`src/design/axi_wr_defines.svh`:
```
`ifndef AXI_WR_DEFINES_SVH
`define AXI_WR_DEFINES_SVH

// Bus widths
`define AXI_WR_ADDR_W 32
`define AXI_WR_DATA_W 32

// Width of the byte count taken with a request
`define AXI_WR_SIZE_W 20

////////////////////
// Protocol burst limits
////////////////////

// Longest INCR burst in beats
`define AXI_WR_MAX_BURST_BEATS 256
// A burst never crosses a 4 KB page
`define AXI_WR_MAX_BURST_BYTES 4096

// Addresses allowed in flight without a response
`define AXI_WR_MAX_OUTSTANDING 4

`endif
```
`src/design/axi_wr_pkg.sv`:
```
`include "axi_wr_defines.svh"

package axi_wr_pkg;

  // Bytes per data word and the address bits that select a byte
  localparam int DW_BYTES = `AXI_WR_DATA_W / 8;
  localparam int LOG_DW_BYTES = $clog2(DW_BYTES);

  // Beats per full burst, bounded by both the page and the protocol
  localparam int BURST_BEATS =
    ((`AXI_WR_MAX_BURST_BYTES / DW_BYTES) < `AXI_WR_MAX_BURST_BEATS) ?
    (`AXI_WR_MAX_BURST_BYTES / DW_BYTES) : `AXI_WR_MAX_BURST_BEATS;
  localparam int LOG_BURST_BEATS = $clog2(BURST_BEATS);

  // Address step from one burst to the next, also the alignment unit
  localparam int BURST_BYTES = `AXI_WR_MAX_BURST_BYTES;

  // Word count and burst count widths of a request
  localparam int WORDS_W = `AXI_WR_SIZE_W - LOG_DW_BYTES;
  localparam int TXN_W = WORDS_W - LOG_BURST_BEATS;
  localparam int VACANCY_W = $clog2(`AXI_WR_MAX_OUTSTANDING + 1);

  typedef logic [`AXI_WR_ADDR_W-1:0] addr_t;
  typedef logic [`AXI_WR_DATA_W-1:0] data_t;
  typedef logic [DW_BYTES-1:0] strb_t;
  typedef logic [`AXI_WR_SIZE_W-1:0] size_t;
  typedef logic [$clog2(`AXI_WR_MAX_BURST_BEATS)-1:0] awlen_t;
  typedef logic [LOG_BURST_BEATS-1:0] beat_cnt_t;
  typedef logic [TXN_W-1:0] txn_cnt_t;
  typedef logic [VACANCY_W-1:0] vacancy_t;

endpackage

```
`src/design/xfer_setup_if.sv`:
```
`timescale 1ns/1ps

interface xfer_setup_if
  import axi_wr_pkg::*;
();

  // One-cycle kick for all three channels
  logic start;
  // Page-aligned first burst address
  addr_t base_addr;
  // Bursts in the transfer, minus one
  txn_cnt_t num_txn;
  // Beats in the last burst, minus one
  beat_cnt_t final_len;
  // Whole transfer fits in one burst
  logic single_txn;
  // Byte lanes of the very last beat
  strb_t final_strb;

  // Request side
  modport setup (
    output start, base_addr, num_txn, final_len, single_txn, final_strb
  );

  // Channel side, fields held steady until the next request
  modport chan (
    input start, base_addr, num_txn, final_len, single_txn, final_strb
  );

endinterface

```
`src/design/axi_write_master.sv`:
```
`timescale 1ns/1ps

module axi_write_master
  import axi_wr_pkg::*;
(
  input  logic   aclk,
  input  logic   areset,

  // Control
  input  logic   ctrl_start,
  output logic   ctrl_done,
  input  addr_t  ctrl_addr_offset,
  input  size_t  ctrl_xfer_size_in_bytes,

  // AXI4 write address
  output logic   m_axi_awvalid,
  input  logic   m_axi_awready,
  output addr_t  m_axi_awaddr,
  output awlen_t m_axi_awlen,

  // AXI4 write data
  output logic   m_axi_wvalid,
  input  logic   m_axi_wready,
  output data_t  m_axi_wdata,
  output strb_t  m_axi_wstrb,
  output logic   m_axi_wlast,

  // AXI4 write response
  input  logic   m_axi_bvalid,
  output logic   m_axi_bready,

  // Stream in, same clock as the bus
  input  logic   s_axis_tvalid,
  output logic   s_axis_tready,
  input  data_t  s_axis_tdata
);

  // W to AW, first beat of each burst
  logic burst_first;
  // AW to B, address taken and slot check
  logic aw_accept;
  logic aw_stall;

  xfer_setup_if setup_if ();

  ////////////////////
  // Request and channels
  ////////////////////

  xfer_setup setup_i (
    .aclk                    (aclk),
    .areset                  (areset),
    .ctrl_start              (ctrl_start),
    .ctrl_addr_offset        (ctrl_addr_offset),
    .ctrl_xfer_size_in_bytes (ctrl_xfer_size_in_bytes),
    .setup                   (setup_if.setup)
  );

  wdata_channel wdata_i (
    .aclk          (aclk),
    .areset        (areset),
    .setup         (setup_if.chan),
    .s_axis_tvalid (s_axis_tvalid),
    .s_axis_tdata  (s_axis_tdata),
    .s_axis_tready (s_axis_tready),
    .m_axi_wvalid  (m_axi_wvalid),
    .m_axi_wready  (m_axi_wready),
    .m_axi_wdata   (m_axi_wdata),
    .m_axi_wstrb   (m_axi_wstrb),
    .m_axi_wlast   (m_axi_wlast),
    .burst_first   (burst_first)
  );

  waddr_channel waddr_i (
    .aclk          (aclk),
    .areset        (areset),
    .setup         (setup_if.chan),
    .burst_first   (burst_first),
    .aw_stall      (aw_stall),
    .aw_accept     (aw_accept),
    .m_axi_awvalid (m_axi_awvalid),
    .m_axi_awready (m_axi_awready),
    .m_axi_awaddr  (m_axi_awaddr),
    .m_axi_awlen   (m_axi_awlen)
  );

  wresp_tracker wresp_i (
    .aclk         (aclk),
    .areset       (areset),
    .setup        (setup_if.chan),
    .aw_accept    (aw_accept),
    .m_axi_bvalid (m_axi_bvalid),
    .m_axi_bready (m_axi_bready),
    .aw_stall     (aw_stall),
    .ctrl_done    (ctrl_done)
  );

endmodule

```
`src/design/wresp_tracker.sv`:
```
`timescale 1ns/1ps

`include "axi_wr_defines.svh"

module wresp_tracker
  import axi_wr_pkg::*;
(
  input  logic aclk,
  input  logic areset,
  xfer_setup_if.chan setup,
  input  logic aw_accept,
  input  logic m_axi_bvalid,
  output logic m_axi_bready,
  output logic aw_stall,
  output logic ctrl_done
);

  logic     bxfer;
  logic     final_resp;
  vacancy_t vacancy;

  // Responses always taken
  assign m_axi_bready = 1'b1;
  assign bxfer        = m_axi_bvalid & m_axi_bready;

  // Responses still owed for this transfer
  xfer_counter #(
    .count_t    (txn_cnt_t),
    .init_value (txn_cnt_t'(0))
  ) resp_cnt_i (
    .aclk       (aclk),
    .areset     (areset),
    .load       (setup.start),
    .incr       (1'b0),
    .decr       (bxfer),
    .load_value (setup.num_txn),
    .count      (),
    .is_zero    (final_resp)
  );

  // Free slots, an address takes one and its response gives it back
  xfer_counter #(
    .count_t    (vacancy_t),
    .init_value (vacancy_t'(`AXI_WR_MAX_OUTSTANDING))
  ) vacancy_cnt_i (
    .aclk       (aclk),
    .areset     (areset),
    .load       (1'b0),
    .incr       (bxfer),
    .decr       (aw_accept),
    .load_value (vacancy_t'(0)),
    .count      (vacancy),
    .is_zero    (aw_stall)
  );

  // Done one cycle behind the closing response
  always_ff @(posedge aclk) begin
    if (areset) begin
      ctrl_done <= 1'b0;
    end else begin
      ctrl_done <= bxfer & final_resp;
    end
  end

  // A response with every slot free has no address behind it
  a_no_orphan_resp: assert property (
    @(posedge aclk) disable iff (areset)
    m_axi_bvalid |-> vacancy != vacancy_t'(`AXI_WR_MAX_OUTSTANDING)
  );

endmodule

```
`src/design/waddr_channel.sv`:
```
`timescale 1ns/1ps

module waddr_channel
  import axi_wr_pkg::*;
(
  input  logic   aclk,
  input  logic   areset,
  xfer_setup_if.chan setup,
  input  logic   burst_first,
  input  logic   aw_stall,
  output logic   aw_accept,
  output logic   m_axi_awvalid,
  input  logic   m_axi_awready,
  output addr_t  m_axi_awaddr,
  output awlen_t m_axi_awlen
);

  // Length field of a full burst
  localparam awlen_t FULL_LEN = awlen_t'(BURST_BEATS - 1);

  logic awvalid_r;
  logic no_pending;
  logic final_addr;

  assign m_axi_awvalid = awvalid_r;
  assign aw_accept     = awvalid_r & m_axi_awready;

  ////////////////////
  // Burst bookkeeping
  ////////////////////

  // Bursts whose data has started but whose address is not out yet
  xfer_counter #(
    .count_t    (txn_cnt_t),
    .init_value (txn_cnt_t'(0))
  ) pending_cnt_i (
    .aclk       (aclk),
    .areset     (areset),
    .load       (1'b0),
    .incr       (burst_first),
    .decr       (aw_accept),
    .load_value (txn_cnt_t'(0)),
    .count      (),
    .is_zero    (no_pending)
  );

  // Addresses left in this transfer, zero flag marks the last one
  xfer_counter #(
    .count_t    (txn_cnt_t),
    .init_value (txn_cnt_t'(0))
  ) addr_left_cnt_i (
    .aclk       (aclk),
    .areset     (areset),
    .load       (setup.start),
    .incr       (1'b0),
    .decr       (aw_accept),
    .load_value (setup.num_txn),
    .count      (),
    .is_zero    (final_addr)
  );

  ////////////////////
  // AW handshake
  ////////////////////

  // Raise only with data on its way and a free slot, drop after ready
  always_ff @(posedge aclk) begin
    if (areset) begin
      awvalid_r <= 1'b0;
    end else if (!awvalid_r) begin
      awvalid_r <= !no_pending && !aw_stall;
    end else if (m_axi_awready) begin
      awvalid_r <= 1'b0;
    end
  end

  // Next page on each accepted address
  always_ff @(posedge aclk) begin
    if (setup.start) begin
      m_axi_awaddr <= setup.base_addr;
    end else if (aw_accept) begin
      m_axi_awaddr <= m_axi_awaddr + addr_t'(BURST_BYTES);
    end
  end

  assign m_axi_awlen = final_addr ? awlen_t'(setup.final_len) : FULL_LEN;

  // An address never goes out without a free outstanding slot
  a_aw_has_slot: assert property (
    @(posedge aclk) disable iff (areset)
    m_axi_awvalid |-> !aw_stall
  );

  a_aw_payload_stable: assert property (
    @(posedge aclk) disable iff (areset)
    m_axi_awvalid && !m_axi_awready |=>
      $stable(m_axi_awaddr) && $stable(m_axi_awlen)
  );

endmodule

```
`src/design/wdata_channel.sv`:
```
`timescale 1ns/1ps

module wdata_channel
  import axi_wr_pkg::*;
(
  input  logic  aclk,
  input  logic  areset,
  xfer_setup_if.chan setup,
  input  logic  s_axis_tvalid,
  input  data_t s_axis_tdata,
  output logic  s_axis_tready,
  output logic  m_axi_wvalid,
  input  logic  m_axi_wready,
  output data_t m_axi_wdata,
  output strb_t m_axi_wstrb,
  output logic  m_axi_wlast,
  output logic  burst_first
);

  logic     running;
  logic     wxfer;
  logic     final_txn;
  logic     almost_final_txn;
  logic     final_beat;
  logic     load_beats;
  txn_cnt_t txn_left;
  logic     wfirst;
  logic     first_seen;
  logic     first_pending;

  ////////////////////
  // Stream to W
  ////////////////////

  // Nothing moves until the transfer has been set up
  assign m_axi_wvalid  = s_axis_tvalid & running;
  assign s_axis_tready = m_axi_wready & running;
  assign m_axi_wdata   = s_axis_tdata;

  assign wxfer      = m_axi_wvalid & m_axi_wready;
  assign final_beat = wxfer & m_axi_wlast & final_txn;

  always_ff @(posedge aclk) begin
    if (areset) begin
      running <= 1'b0;
    end else if (setup.start) begin
      running <= 1'b1;
    end else if (final_beat) begin
      running <= 1'b0;
    end
  end

  // Short strobe only on the closing beat of the transfer
  assign m_axi_wstrb = (m_axi_wlast && final_txn) ? setup.final_strb : '1;

  ////////////////////
  // Beat and burst counting
  ////////////////////

  // Last burst gets the short length, loaded as the one before it closes
  assign almost_final_txn = (txn_left == txn_cnt_t'(1));
  assign load_beats = (wxfer & m_axi_wlast & almost_final_txn) |
                      (setup.start & setup.single_txn);

  // Idles at all ones, wraps back there after each burst
  xfer_counter #(
    .count_t    (beat_cnt_t),
    .init_value (beat_cnt_t'('1))
  ) beat_cnt_i (
    .aclk       (aclk),
    .areset     (areset),
    .load       (load_beats),
    .incr       (1'b0),
    .decr       (wxfer),
    .load_value (setup.final_len),
    .count      (),
    .is_zero    (m_axi_wlast)
  );

  // Bursts still to close on W
  xfer_counter #(
    .count_t    (txn_cnt_t),
    .init_value (txn_cnt_t'(0))
  ) burst_cnt_i (
    .aclk       (aclk),
    .areset     (areset),
    .load       (setup.start),
    .incr       (1'b0),
    .decr       (wxfer & m_axi_wlast),
    .load_value (setup.num_txn),
    .count      (txn_left),
    .is_zero    (final_txn)
  );

  ////////////////////
  // First beat detect
  ////////////////////

  // wfirst marks that the next beat opens a burst
  // first_seen keeps a stalled first beat from announcing itself twice
  assign first_pending = m_axi_wvalid & wfirst & ~first_seen;

  always_ff @(posedge aclk) begin
    if (areset) begin
      wfirst      <= 1'b1;
      first_seen  <= 1'b0;
      burst_first <= 1'b0;
    end else begin
      burst_first <= first_pending;
      if (wxfer) begin
        wfirst <= m_axi_wlast;
      end
      if (wxfer && m_axi_wlast) begin
        first_seen <= 1'b0;
      end else if (first_pending) begin
        first_seen <= 1'b1;
      end
    end
  end

  // A new transfer only lands once the previous one has drained from W
  a_start_when_idle: assert property (
    @(posedge aclk) disable iff (areset)
    setup.start |-> !running
  );

endmodule

```
`src/design/xfer_setup.sv`:
```
`timescale 1ns/1ps

module xfer_setup
  import axi_wr_pkg::*;
(
  input  logic  aclk,
  input  logic  areset,
  input  logic  ctrl_start,
  input  addr_t ctrl_addr_offset,
  input  size_t ctrl_xfer_size_in_bytes,
  xfer_setup_if.setup setup
);

  // Low address bits cleared so the first burst starts on a page
  localparam addr_t ADDR_MASK = addr_t'(BURST_BYTES - 1);

  addr_t                   base_addr_r;
  logic [WORDS_W-1:0]      total_len_r;
  logic [LOG_DW_BYTES-1:0] byte_rem_r;
  logic [WORDS_W-1:0]      size_words;
  logic [LOG_DW_BYTES-1:0] size_rem;
  logic                    start_d1;

  // Split the byte count into whole words and leftover bytes
  assign size_words = ctrl_xfer_size_in_bytes[LOG_DW_BYTES +: WORDS_W];
  assign size_rem   = ctrl_xfer_size_in_bytes[0 +: LOG_DW_BYTES];

  ////////////////////
  // Request capture
  ////////////////////

  // Word count rounded up, kept in length-minus-one form
  always_ff @(posedge aclk) begin
    if (ctrl_start) begin
      base_addr_r <= ctrl_addr_offset & ~ADDR_MASK;
      total_len_r <= (size_rem != '0) ? size_words : size_words - 1'b1;
      byte_rem_r  <= size_rem;
    end
  end

  ////////////////////
  // Derived fields
  ////////////////////

  // Upper bits count bursts, lower bits are the length of the last one
  assign setup.base_addr  = base_addr_r;
  assign setup.num_txn    = total_len_r[LOG_BURST_BEATS +: TXN_W];
  assign setup.final_len  = total_len_r[0 +: LOG_BURST_BEATS];
  assign setup.single_txn = (setup.num_txn == '0);

  // Partial last word keeps only the low lanes, a full one keeps all
  always_ff @(posedge aclk) begin
    for (int i = 0; i < DW_BYTES; i++) begin
      setup.final_strb[i] <= (byte_rem_r == '0) || (i < byte_rem_r);
    end
  end

  // Start fires two cycles after the request
  // by then every field above has settled
  always_ff @(posedge aclk) begin
    if (areset) begin
      start_d1    <= 1'b0;
      setup.start <= 1'b0;
    end else begin
      start_d1    <= ctrl_start;
      setup.start <= start_d1;
    end
  end

endmodule

```
`src/design/xfer_counter.sv`:
```
`timescale 1ns/1ps

module xfer_counter
  import axi_wr_pkg::*;
#(
  parameter type count_t = beat_cnt_t,
  parameter count_t init_value = '0
) (
  input  logic   aclk,
  input  logic   areset,
  input  logic   load,
  input  logic   incr,
  input  logic   decr,
  input  count_t load_value,
  output count_t count,
  output logic   is_zero
);

  count_t count_next;

  // Load first, then a single step
  // Simultaneous up and down leave the value alone
  always_comb begin
    count_next = count;
    if (load) begin
      count_next = load_value;
    end else if (incr && !decr) begin
      count_next = count_t'(count + 1'b1);
    end else if (decr && !incr) begin
      count_next = count_t'(count - 1'b1);
    end
  end

  // Zero flag comes out of a flop next to the count
  always_ff @(posedge aclk) begin
    if (areset) begin
      count <= init_value;
      is_zero <= (init_value == count_t'(0));
    end else begin
      count <= count_next;
      is_zero <= (count_next == count_t'(0));
    end
  end

endmodule

```
`config.mk`:
```
export PLATFORM = sky130hd
export DESIGN_NAME = axi_write_master
export DESIGN_NICKNAME = d
export VERILOG_FILES = /design/src/design/axi_wr_pkg.sv /design/src/design/xfer_setup_if.sv /design/src/design/axi_write_master.sv /design/src/design/wresp_tracker.sv /design/src/design/waddr_channel.sv /design/src/design/wdata_channel.sv /design/src/design/xfer_setup.sv /design/src/design/xfer_counter.sv
export VERILOG_INCLUDE_DIRS = /design/src /design/src/design
export SDC_FILE = /design/constraint.sdc
export NUM_CORES = 1
export LEC_CHECK = 0
export CAP_MARGIN = 10
export CORE_AREA = 2 2 147 149
export CTS_BUF_LIST = sky130_fd_sc_hd__clkbuf_4
export DETAILED_ROUTE_END_ITERATION = 16
export DIE_AREA = 0 0 149 151
export DONT_BUFFER_PORTS = 1
export PLACE_DENSITY_LB_ADDON = 0.12
export SLEW_MARGIN = 20
export SYNTH_ARGS = -nofsm -noshare
export SYNTH_HDL_FRONTEND = slang
export SYNTH_HIERARCHICAL = 1
export SYNTH_SLANG_ARGS = --single-unit
```
`constraint.sdc`:
```
create_clock -name aclk -period 2.3 [get_ports aclk]
set_input_delay 0.115 -clock aclk [delete_from_list [all_inputs] [get_ports aclk]]
set_output_delay 0.115 -clock aclk [all_outputs]
set_load 0.05 [all_outputs]
```
# Word-level counts from Yosys, hierarchy flattened

Index checks and enable logic that the tools add are counted.

Bits in read-only memories: 0
Output and inout bits: 82
Logic and storage cells: 101
Input bits: 91
Memories kept: 0
Memory bits (writable): 0
Flip-flop bits (word level): 141
Bits in latches: 0

Bitwise logic cells: 13
Equal/unequal tests: 1
$mul: 0
Add/sub/neg operators: 10
Divide/modulo/power cells: 0
Order comparisons: 3
Multiplexer cells: 21
Shifts and indexed selects: 0
Reductions and logical operators: 27

Operator list:

| operator                                            | number |
|---|---|
| two-way mux 10 bit                                  | 8 |
| two-way mux 32 bit                                  | 2 |
| zero test 10 bit                                    | 5 |
| subtractor 10 x 1 -> 10 bit (second input constant) | 4 |
| adder 32 x 13 -> 32 bit (second input constant)     | 1 |
| two-way mux 8 bit                                   | 3 |
| two-way mux 18 bit                                  | 1 |
| subtractor 18 x 1 -> 18 bit (second input constant) | 1 |
| bitwise AND 1 bit                                   | 11 |
| adder 10 x 1 -> 10 bit (second input constant)      | 1 |
| == test 10 x 1 -> 1 bit (second input constant)     | 1 |
| zero test 8 bit                                     | 1 |
| subtractor 8 x 1 -> 8 bit (second input constant)   | 1 |
| logical AND 1 bit                                   | 7 |
| two-way mux 3 bit                                   | 2 |
| nonzero test 2 bit                                  | 3 |
| zero test 1 bit                                     | 5 |
| < comparator 1 x 2 -> 1 bit (first input constant)  | 2 |
| two-way mux 1 bit                                   | 4 |
| two-way mux 4 bit                                   | 1 |
| adder 3 x 1 -> 3 bit (second input constant)        | 1 |
| zero test 3 bit                                     | 1 |
| logical OR 1 bit                                    | 3 |
| subtractor 3 x 1 -> 3 bit (second input constant)   | 1 |
| other kinds (5)                                     | 5 |

# Longest topological paths before layout

Gate-level depths: netlist of the first run.

Depth after elaboration: 7
Depth in mapped cells: 11
Gate-level depth less buffers: 10

# Modules after synthesis

The synthesis of the first run kept the hierarchy.

By module, submodules not included:

| module                                      | sequential area each (µm²) | instances | cells an instance | area an instance (µm²) |
|---|---|---|---|---|
| xfer_counter at waddr_i.addr_left_cnt_i ... | 220.2                      | 4         | 95                | 799.5 |
| xfer_setup                                  | 1301.2                     | 1         | 120               | 1826.8 |
| waddr_channel                               | 980.9                      | 1         | 165               | 1789.2 |
| xfer_counter at wdata_i.beat_cnt_i          | 180.2                      | 1         | 77                | 705.7 |
| wdata_channel                               | 80.1                       | 1         | 59                | 464.2 |
| xfer_counter at wresp_i.vacancy_cnt_i       | 80.1                       | 1         | 28                | 254.0 |
| wresp_tracker                               | 20.0                       | 1         | 5                 | 43.8 |

# Least setup slack after synthesis of the first run

No wires, ideal clock.

Path kind: register -> register
Start: register waddr_i.awvalid_r, in the netlist waddr_i/m_axi_awvalid
End: register waddr_i.pending_cnt_i.is_zero
Setup slack: -212 ps
Arrival: 2395 ps
Clock period less this slack: 2512 ps
Required time: 2184 ps
Library setup time: 116 ps
Cell stages (with the launch flop): 8
Path buffers: 0
Cell sequence: dfxtp_1 > and2_1 > nor2b_2 > or4b_1 > a22oi_2 > xor2_1 > mux2i_1 > a41o_1

Cells in the longest elaborated chain, start to end: 5

Ends and longest elaborated chain:

| what                                                    | RTL line                               | RTL |
|---|---|---|
| start: declaration                                      | waddr_channel.sv:21                    | `logic awvalid_r;` |
| start signal: assignment                                | waddr_channel.sv:71                    | `awvalid_r <= !no_pending && !aw_stall;` |
| bitwise AND 1 bit *                                     | waddr_channel.sv:26                    | `assign aw_accept = awvalid_r & m_axi_awready;` |
| named net aw_accept                                     | axi_write_master.sv:41                 | `logic aw_accept;` |
| logical AND 1 bit or zero test 1 bit (tied branches)    | xfer_counter.sv:29, xfer_counter.sv:27 |  |
| two-way mux 10 bit or logical AND 1 bit (tied branches) | xfer_counter.sv:29, xfer_counter.sv:27 |  |
| two-way mux 10 bit *                                    | xfer_counter.sv:27                     | `end else if (incr && !decr) begin` |
| zero test 10 bit *                                      | xfer_counter.sv:41                     | `is_zero <= (count_next == count_t'(0));` |
| end signal: assignment                                  | xfer_counter.sv:38                     | `is_zero <= (init_value == count_t'(0));` |
| end signal: assignment                                  | xfer_counter.sv:41                     |  |
| end: declaration                                        | xfer_counter.sv:16                     | `output logic is_zero` |

The timed path passes the listed nets; every way through them passes the cells marked *.
A chain may end at the register's enable or synchronous reset.

# Worst setup path in the final report of the first run

Start: register setup_i.total_len_r[10]
End: register wdata_i.beat_cnt_i.is_zero

Cells in the longest elaborated chain, start to end: 5

Ends and longest elaborated chain:

| what                          | RTL line            | RTL |
|---|---|---|
| start: declaration            | xfer_setup.sv:18    | `logic [WORDS_W-1:0] total_len_r;` |
| start signal: assignment      | xfer_setup.sv:36    | `total_len_r <= (size_rem != '0) ? size_words : size_words - 1'b1;` |
| zero test 10 bit              | xfer_setup.sv:49    | `assign setup.single_txn = (setup.num_txn == '0);` |
| named net setup_if.single_txn | xfer_setup_if.sv:16 | `logic single_txn;` |
| bitwise AND 1 bit             | wdata_channel.sv:63 | `(setup.start & setup.single_txn);` |
| bitwise OR 1 bit              | wdata_channel.sv:62 | `assign load_beats = (wxfer & m_axi_wlast & almost_final_txn) \|` |
| named net wdata_i.load_beats  | wdata_channel.sv:25 | `logic load_beats;` |
| two-way mux 8 bit             | xfer_counter.sv:25  | `if (load) begin` |
| zero test 8 bit               | xfer_counter.sv:41  |  |
| end signal: assignment        | xfer_counter.sv:38  |  |
| end signal: assignment        | xfer_counter.sv:41  |  |
| end: declaration              | xfer_counter.sv:16  |  |

The timed path passes the listed nets, and every way through them passes these cells.

==> out/metrics.yaml, run 1 <==
power.total_mw: 6.170
hold_path.class: "input port to flip-flop"
slew_viol_final: 0
dr.pass1.iters: 4
grt_max_degree: 67
power_leakage_nw: 3.946
violations: "negative setup slack"
dp_slack_ns: -0.02436
viasPerCell: 5.016
r2r_end: "wdata_i/beat_cnt_i/is_zero$_SDFF_PP0_"
gp_congestion: 0.8028
drt_iter0_drc: 394
r2r_slack_ns: -0.05
slowest_delay_ns: 0.56
ys.flop_type: "edfxtp_1"
synth_cell_types: 80
ir_drop_v: 0.0002847
reg2reg_from: "setup_i/total_len_r[10]$_DFFE_PP_"
area_delta_synth_final_pct: 18.28
min_from: "m_axi_bvalid"
setup.worst_path.end_class: "flip-flop"
yosys_warnings: 6
design_area_mm2: 0.009796
htreeDepth: 4
grt_pass1_wl_mm: 29.82
root_buffer: "clkbuf_4"
synth_area_mm2: 0.008282
layout_min_cycle_time_ns: 2.348
synth_edf_count: 72
core_area_mm2: 0.02082
wl_met2_mm: 8.926
drt-wirelength-per-cell_um: 14.78
max_clock_freq_mhz: 425.9
die_area_mm2: 0.02250
crit_required_ns: 2.78
die_w_um: 149
wl_met3_um: 846
worstPathCellList: "or4_4 -> nor4_4 -> a32o_2 -> nor2_1 -> mux2_4 -> nor4b_2 -> and3_1"
fill_cells: 1929
yosys-top-cells-area: "edfxtp_1 (26%), dfxtp_1 (16%), mux2i_1 (5.0%), buf_4 (4.4%), xnor2_1 (3.9%)"
layout_commonest_cell: "edfxtp_1"
final_cell_mix: "edfxtp_1 (72), nor2_1 (68), conb_1 (66), dfxtp_1 (66)"
cp_max_fo: 8
hold_depth: 4
path_class: "flip-flop to flip-flop"
drc: 0
grt_pass1_vias: 6106
worst_setup_path_start_kind: "flip-flop"
crit_path_start: "setup_i/total_len_r[10]$_DFFE_PP_"
grt-ovfl-total: 0
rsz0062_at_grt: "true"
cp_data_arrival_time_ns: 2.83
clkLatencyLatePin_ns: 0.54
worst_pin_slew_ns: 0.5560
syn_avg_cell_area_um2: 9.930
boundaryPins: 173
powerDensity_mw_per_mm2: 629.8
worstRegToRegCells: 7
via_count: 6245
die_h_um: 151
synth_cells: 834
hold_viol: 0
antenna_found_initial: 1
post-place-cells: 1147
cts_tree: "yes"
top_layer: "met4"
setup_violations: 1
maxCapViolCount: 0
antenna_left: 0
ys_seq_area_frac: 0.4254
multi_input_area_mm2: 0.004377
synth.top_cell.area_share: 0.2611
async_flop_share: 0
fin_crit_sh: 1.021
outcome: "finished with violations"
drive_gt1_frac: 0.1538
yosys.area.top_type: "edfxtp_1"
io_buffers: 0
crit_slowest_cell: "or4_4"
holdWs_ns: 0.05927
clockBufferDepth: 2
setup_ws_ns: -0.04777
wl_met1_mm: 8.428
hpwl_mm: 12.75
drt-total-wl_mm: 18.40
track_usage: 0.1658
initial_core_util: 0.3977
register_area_mm2: 0.003526
finClkSkew_ns: 0.02638
clock-sinks: 140
relSlewSlack: 0.6259
cts_buffers: 17
num_rows: 53
hold_path_end: "wresp_i/vacancy_cnt_i/count[1]$_SDFF_PP0_"
final_cells: 1245
placed_area_mm2: 0.008747
finalNetCount: 1063
path_clk_slew_ns: 0.13
postSynthRegisterBits: 140
==> repair_timing <==
item / 4_1_cts / 5_1_grt
setup buffers: 0 / 5
hold endpoints to repair: 145 / 0
endpoints found under the setup margin: 2 / 5
pin swaps: 0 / 3
cloned: 0 / 0
hold buffers: 60 / 0
resized for setup: 2 / 12
==> metrics by stage <==
| stage | setup TNS [ns] | utilization |
|---|---|---|
| after CTS | -0.03763 | 0.4669 |
| after global placement | 0 | 0.4201 |
| final | -0.04777 | 0.4704 |
| after floorplan | 0 | - |
| after detailed placement | -0.02436 | 0.4201 |
| after global routing | -0.1298 | 0.4704 |
==> registers in the layout (all words and copies together), names as in the netlist, 3 cells and up <==
name / count
setup_i/total_len_r: 18
waddr_i/pending_cnt_i/count: 10
waddr_i/addr_left_cnt_i/count: 10
wdata_i/burst_cnt_i/count: 10
setup_i/setup.base_addr: 20
wresp_i/resp_cnt_i/count: 10
waddr_i/m_axi_awaddr: 32
wdata_i/beat_cnt_i/count: 8
setup_i/setup.final_strb: 3
wresp_i/vacancy_cnt_i/count: 3
==> area by class of cell <==
| class | instances | area share |
|---|---|---|
| repair buffers | 115 | 0.1083 |
| flip-flops and latches | 140 | 0.3599 |
| clock inverters | 13 | 0.01929 |
| diodes | 1 | 0.0002555 |
| clock buffers | 19 | 0.01456 |
| multi-input cells | 641 | 0.4468 |
| well taps | 275 | 0.03513 |
| inverters | 41 | 0.01571 |
==> worst max-delay path by stage <==
| stage | endpoint | slack, ns | cells after the start |
|---|---|---|---|
| floorplan | wdata_i/beat_cnt_i/is_zero$_SDFF_PP0_ | 0.02 | 8 |
| detailed placement | wdata_i/beat_cnt_i/is_zero$_SDFF_PP0_ | -0.02 | 7 |
| global placement | wdata_i/beat_cnt_i/is_zero$_SDFF_PP0_ | 0.01 | 7 |
| CTS | wdata_i/beat_cnt_i/is_zero$_SDFF_PP0_ | -0.04 | 7 |
| global route | wdata_i/beat_cnt_i/is_zero$_SDFF_PP0_ | -0.13 | 7 |
| finish | wdata_i/beat_cnt_i/is_zero$_SDFF_PP0_ | -0.05 | 7 |
==> synth_stat cells, types with 7 or more instances <==
library cell / number
a21oi_1: 15
or3_1: 8
o21ai_0: 24
a211o_1: 8
edfxtp_1: 72
or4_1: 8
nand3_1: 22
clkbuf_1: 12
ha_1: 16
nor3_1: 22
nand4_1: 13
a22oi_1: 10
nand2b_1: 13
mux2i_1: 41
and2_1: 21
xnor2_1: 37
and4_1: 10
a31oi_1: 7
o31ai_1: 10
nor2_1: 68
or2_2: 8
nand2_1: 58
buf_4: 48
and4b_1: 8
inv_1: 41
dfxtp_1: 68
xor2_1: 35
==> logic make-up (layout without fill, tap and decap cells) <==
logic type,Yosys count,in the layout,share of synthesized area
other,6,67,0.002719
AOI/OAI and AO/OA,114,114,0.1015
muxes,43,43,0.05273
DFF,140,140,0.4254
adders and majority gates,20,20,0.02901
xor gates and xnor gates,72,72,0.07614
buffers and inverters,113,188,0.07856
and+or+nand+nor,326,326,0.2339
==> per-layer routing <==
metal	GRT usage	vias up
met5	0	-
met4	0.04429	0
li1	-	3153
met2	0.2864	142
met1	0.2068	2940
met3	0.04157	10
==> worst max-delay path, delay by kind of cell, from the launching register on <==
family	cells	cell delay, ns
simple gates	5	1.32
flops	1	0.41
compound gates	1	0.28
mux	1	0.28
==> power breakdown <==
| part | internal (mW) | total [mW] | leakage, nW | switching [mW] |
|---|---|---|---|---|
| Sequential | 2.84 | 3.06 | 1.23 | 0.220 |
| Clock | 0.897 | 1.85 | 0.176 | 0.952 |
| Combinational | 0.545 | 1.26 | 2.54 | 0.713 |
Power figures use the tool's default switching activity.
==> run 2, diff against run 1 <==
- CORE_AREA: 2 2 147 149 -> 2 2 189 117
- DIE_AREA: 0 0 149 151 -> 0 0 191 119
- SETUP_SLACK_MARGIN: not set -> 0.4
==> run 2 against run 1 <==
Effect of this change:
- the run still ends with negative setup slack left
- global-route usage up 2.2 points
- via count grew 3.0%
- worst hold slack better by 0.014 ns
- core utilization rose by 1.4 points
- cell count increased by 3.1%
- register-to-register slack about the same
- combinational power is 12% higher
- critical path depth unchanged
- flip-flop and latch count stayed put
- largest power group unchanged
==> out/metrics.yaml, run 2 (synthesis results as in run 1) <==
cts_buffers: 17  # unchanged
power_leakage_nw: 4.149  # +5.1%
antenna_left: 0  # unchanged
die_w_um: 191  # +28%
grt_pass1_vias: 6387  # +4.6%
setup.worst_path.end_class: "flip-flop"
dr.pass1.iters: 5  # +1
switching_share: 0.3273  # +0.02183
slowest_delay_ns: 0.54  # -0.02 ns
drc: 0  # unchanged
core_area_mm2: 0.02128  # +2.2%
r2r_slack_ns: -0.06  # about the same
path_clk_slew_ns: 0.13  # about the same
grt_pass1_wl_mm: 33.35  # +12%
worstPathCellList: "or4_4 -> nor4_4 -> a32o_2 -> nand2b_1 -> or2_2 -> a221oi_2 -> and3_1"
violations: "negative setup slack"
hold_path.class: "input port to flip-flop"
internal_power_mw: 4.130  # -3.6%
pwr-share-clk: 0.269  # -0.031
holdWs_ns: 0.07317  # +0.01390 ns
relSlewSlack: 0.6169  # -0.009013
powerDensity_mw_per_mm2: 595.8  # -5.4%
register_area_mm2: 0.003550  # +0.67%
die_area_mm2: 0.02273  # +1.0%
outcome: "finished with violations"
cp_max_fo: 8  # unchanged
worst_setup_path_start_kind: "flip-flop"
hold_viol: 0  # unchanged
clockBufferDepth: 2  # unchanged
regMostFlops: "waddr_i/m_axi_awaddr"
root_buffer: "clkbuf_4"
finalNetCount: 1091  # +2.6%
drt-wirelength-per-cell_um: 16.36  # +11%
hpwl_mm: 13.95  # +9.4%
drt-total-wl_mm: 21.00  # +14%
power.total_mw: 6.140  # -0.48%
viasPerCell: 5.012  # about the same
design_area_mm2: 0.01030  # +5.2%
boundaryPins: 173  # unchanged
cp_data_arrival_time_ns: 2.87  # +0.04 ns
finClkSkew_ns: 0.01903  # -0.007348 ns
tns_ns: -0.05583  # -0.008066 ns
cts_tree: "yes"
gp_congestion: 0.8693  # +8.3%
worst_pin_slew_ns: 0.5770  # +0.02099 ns
crit_slowest_cell: "or4_4"
seq_power_share: 0.501  # +0.005
crit_required_ns: 2.82  # +0.04 ns
layout_commonest_cell: "edfxtp_1"
initial_core_util: 0.3891  # -0.008605
setup_ws_ns: -0.05583  # -0.008066 ns
grt-ovfl-total: 0  # unchanged
drt_iter0_drc: 395  # +0.25%
final_cell_mix: "edfxtp_1 (72), buf_4 (70), nor2_1 (67)"
num_rows: 42  # -21%
clkLatencyLatePin_ns: 0.58  # +0.04 ns
switchingPower_mw: 2.010  # +6.6%
comb_power_share: 0.230  # +0.026
placed_area_mm2: 0.008788  # +0.47%
fin_crit_sh: 1.024  # +0.003507
maxCapViolCount: 0  # unchanged
grt_max_degree: 62  # -7.5%
track_usage: 0.1882  # +0.02248
path_class: "flip-flop to flip-flop"
max_clock_freq_mhz: 424.5  # -0.34%
fill_cells: 1979  # +2.6%
largest_reg_flops: 32  # unchanged
area_delta_synth_final_pct: 24.43
io_buffers: 0  # unchanged
die_h_um: 119  # -21%
antenna_found_initial: 0  # -1
fin_util: 0.4842  # +0.01375
drive_gt1_frac: 0.2347  # +0.08094
multi_input_area_mm2: 0.004666  # +6.6%
htreeDepth: 4  # unchanged
layout_min_cycle_time_ns: 2.356  # +0.008066 ns
clock-sinks: 140  # unchanged
slew_viol_final: 0  # unchanged
via_count: 6431  # +3.0%
rsz0062_at_grt: "true"
n_antenna_cell: 0  # -1
setup_violations: 1  # unchanged
ir_drop_v: 0.0002883  # +1.3%
==> run 2: stage by stage <==
step / cells / setup WS (ns)
floorplan: 894 / 0.06884
global placement: 1161 / -0.01872
detailed placement: 1161 / -0.1175
CTS: 1271 / -0.01288
global route: 1283 / -0.1659
finish: 1283 / -0.05583
==> run 2: power by group through the flow <==
stage / clock network (mW) / logic, mW / registers, mW
after floorplan: 0 / 0.970 / 3.16
after global placement: 0 / 1.09 / 3.11
after detailed placement: 0 / 1.11 / 3.12
after CTS: 1.73 / 1.32 / 3.07
after global routing: 1.82 / 1.54 / 3.11
final: 1.65 / 1.41 / 3.07
==> run 2: critical path, delay by kind of cell (launching register included) <==
| family | cells | cell delay [ns] |
|---|---|---|
| AOI/OAI and AO/OA | 2 | 0.53 |
| and+or+nand+nor | 5 | 1.35 |
| DFF | 1 | 0.42 |
==> run 2: path summary, 6_finish.rpt <==
path                                                       startpoint                               endpoint  cells past startpoint
worst max register to register       setup_i/total_len_r[8]$_DFFE_PP_  wdata_i/beat_cnt_i/is_zero$_SDFF_PP0_                      7
worst min register to register  wresp_i/resp_cnt_i/is_zero$_SDFF_PP1_           wresp_i/ctrl_done$_SDFF_PP0_                      1
worst max-delay path                 setup_i/total_len_r[8]$_DFFE_PP_  wdata_i/beat_cnt_i/is_zero$_SDFF_PP0_                      7
worst min-delay path                      ctrl_xfer_size_in_bytes[10]       setup_i/total_len_r[9]$_DFFE_PP_                      3
==> run 2: layout make-up <==
type                            count  share of cell area
Multi-Input combinational cell    643              0.4528
Sequential cell                   140              0.3445
Timing Repair Buffer              141              0.1254
Tap cell                          286             0.03473
Inverter                           41             0.01518
Clock inverter                     14             0.01433
Clock buffer                       18             0.01311
==> run 2: layer usage <==
layer | up-vias | wire, um | global-route usage
met5 | - | 0 | 0
met4 | 0 | 318 | 0.06250
met3 | 35 | 884 | 0.04008
met1 | 3061 | 10500 | 0.2686
met2 | 136 | 9288 | 0.2817
li1 | 3199 | - | -
==> run 2: what timing repair did <==
| item | in CTS | in global routing |
|---|---|---|
| endpoints found under the setup margin | 25 | 31 |
| resized for setup | 47 | 55 |
| buffers inserted | 19 | 12 |
| pin swaps | 25 | 34 |
| gates cloned | 2 | 0 |
| hold endpoints to repair | 145 | 0 |
| hold buffers | 57 | 0 |
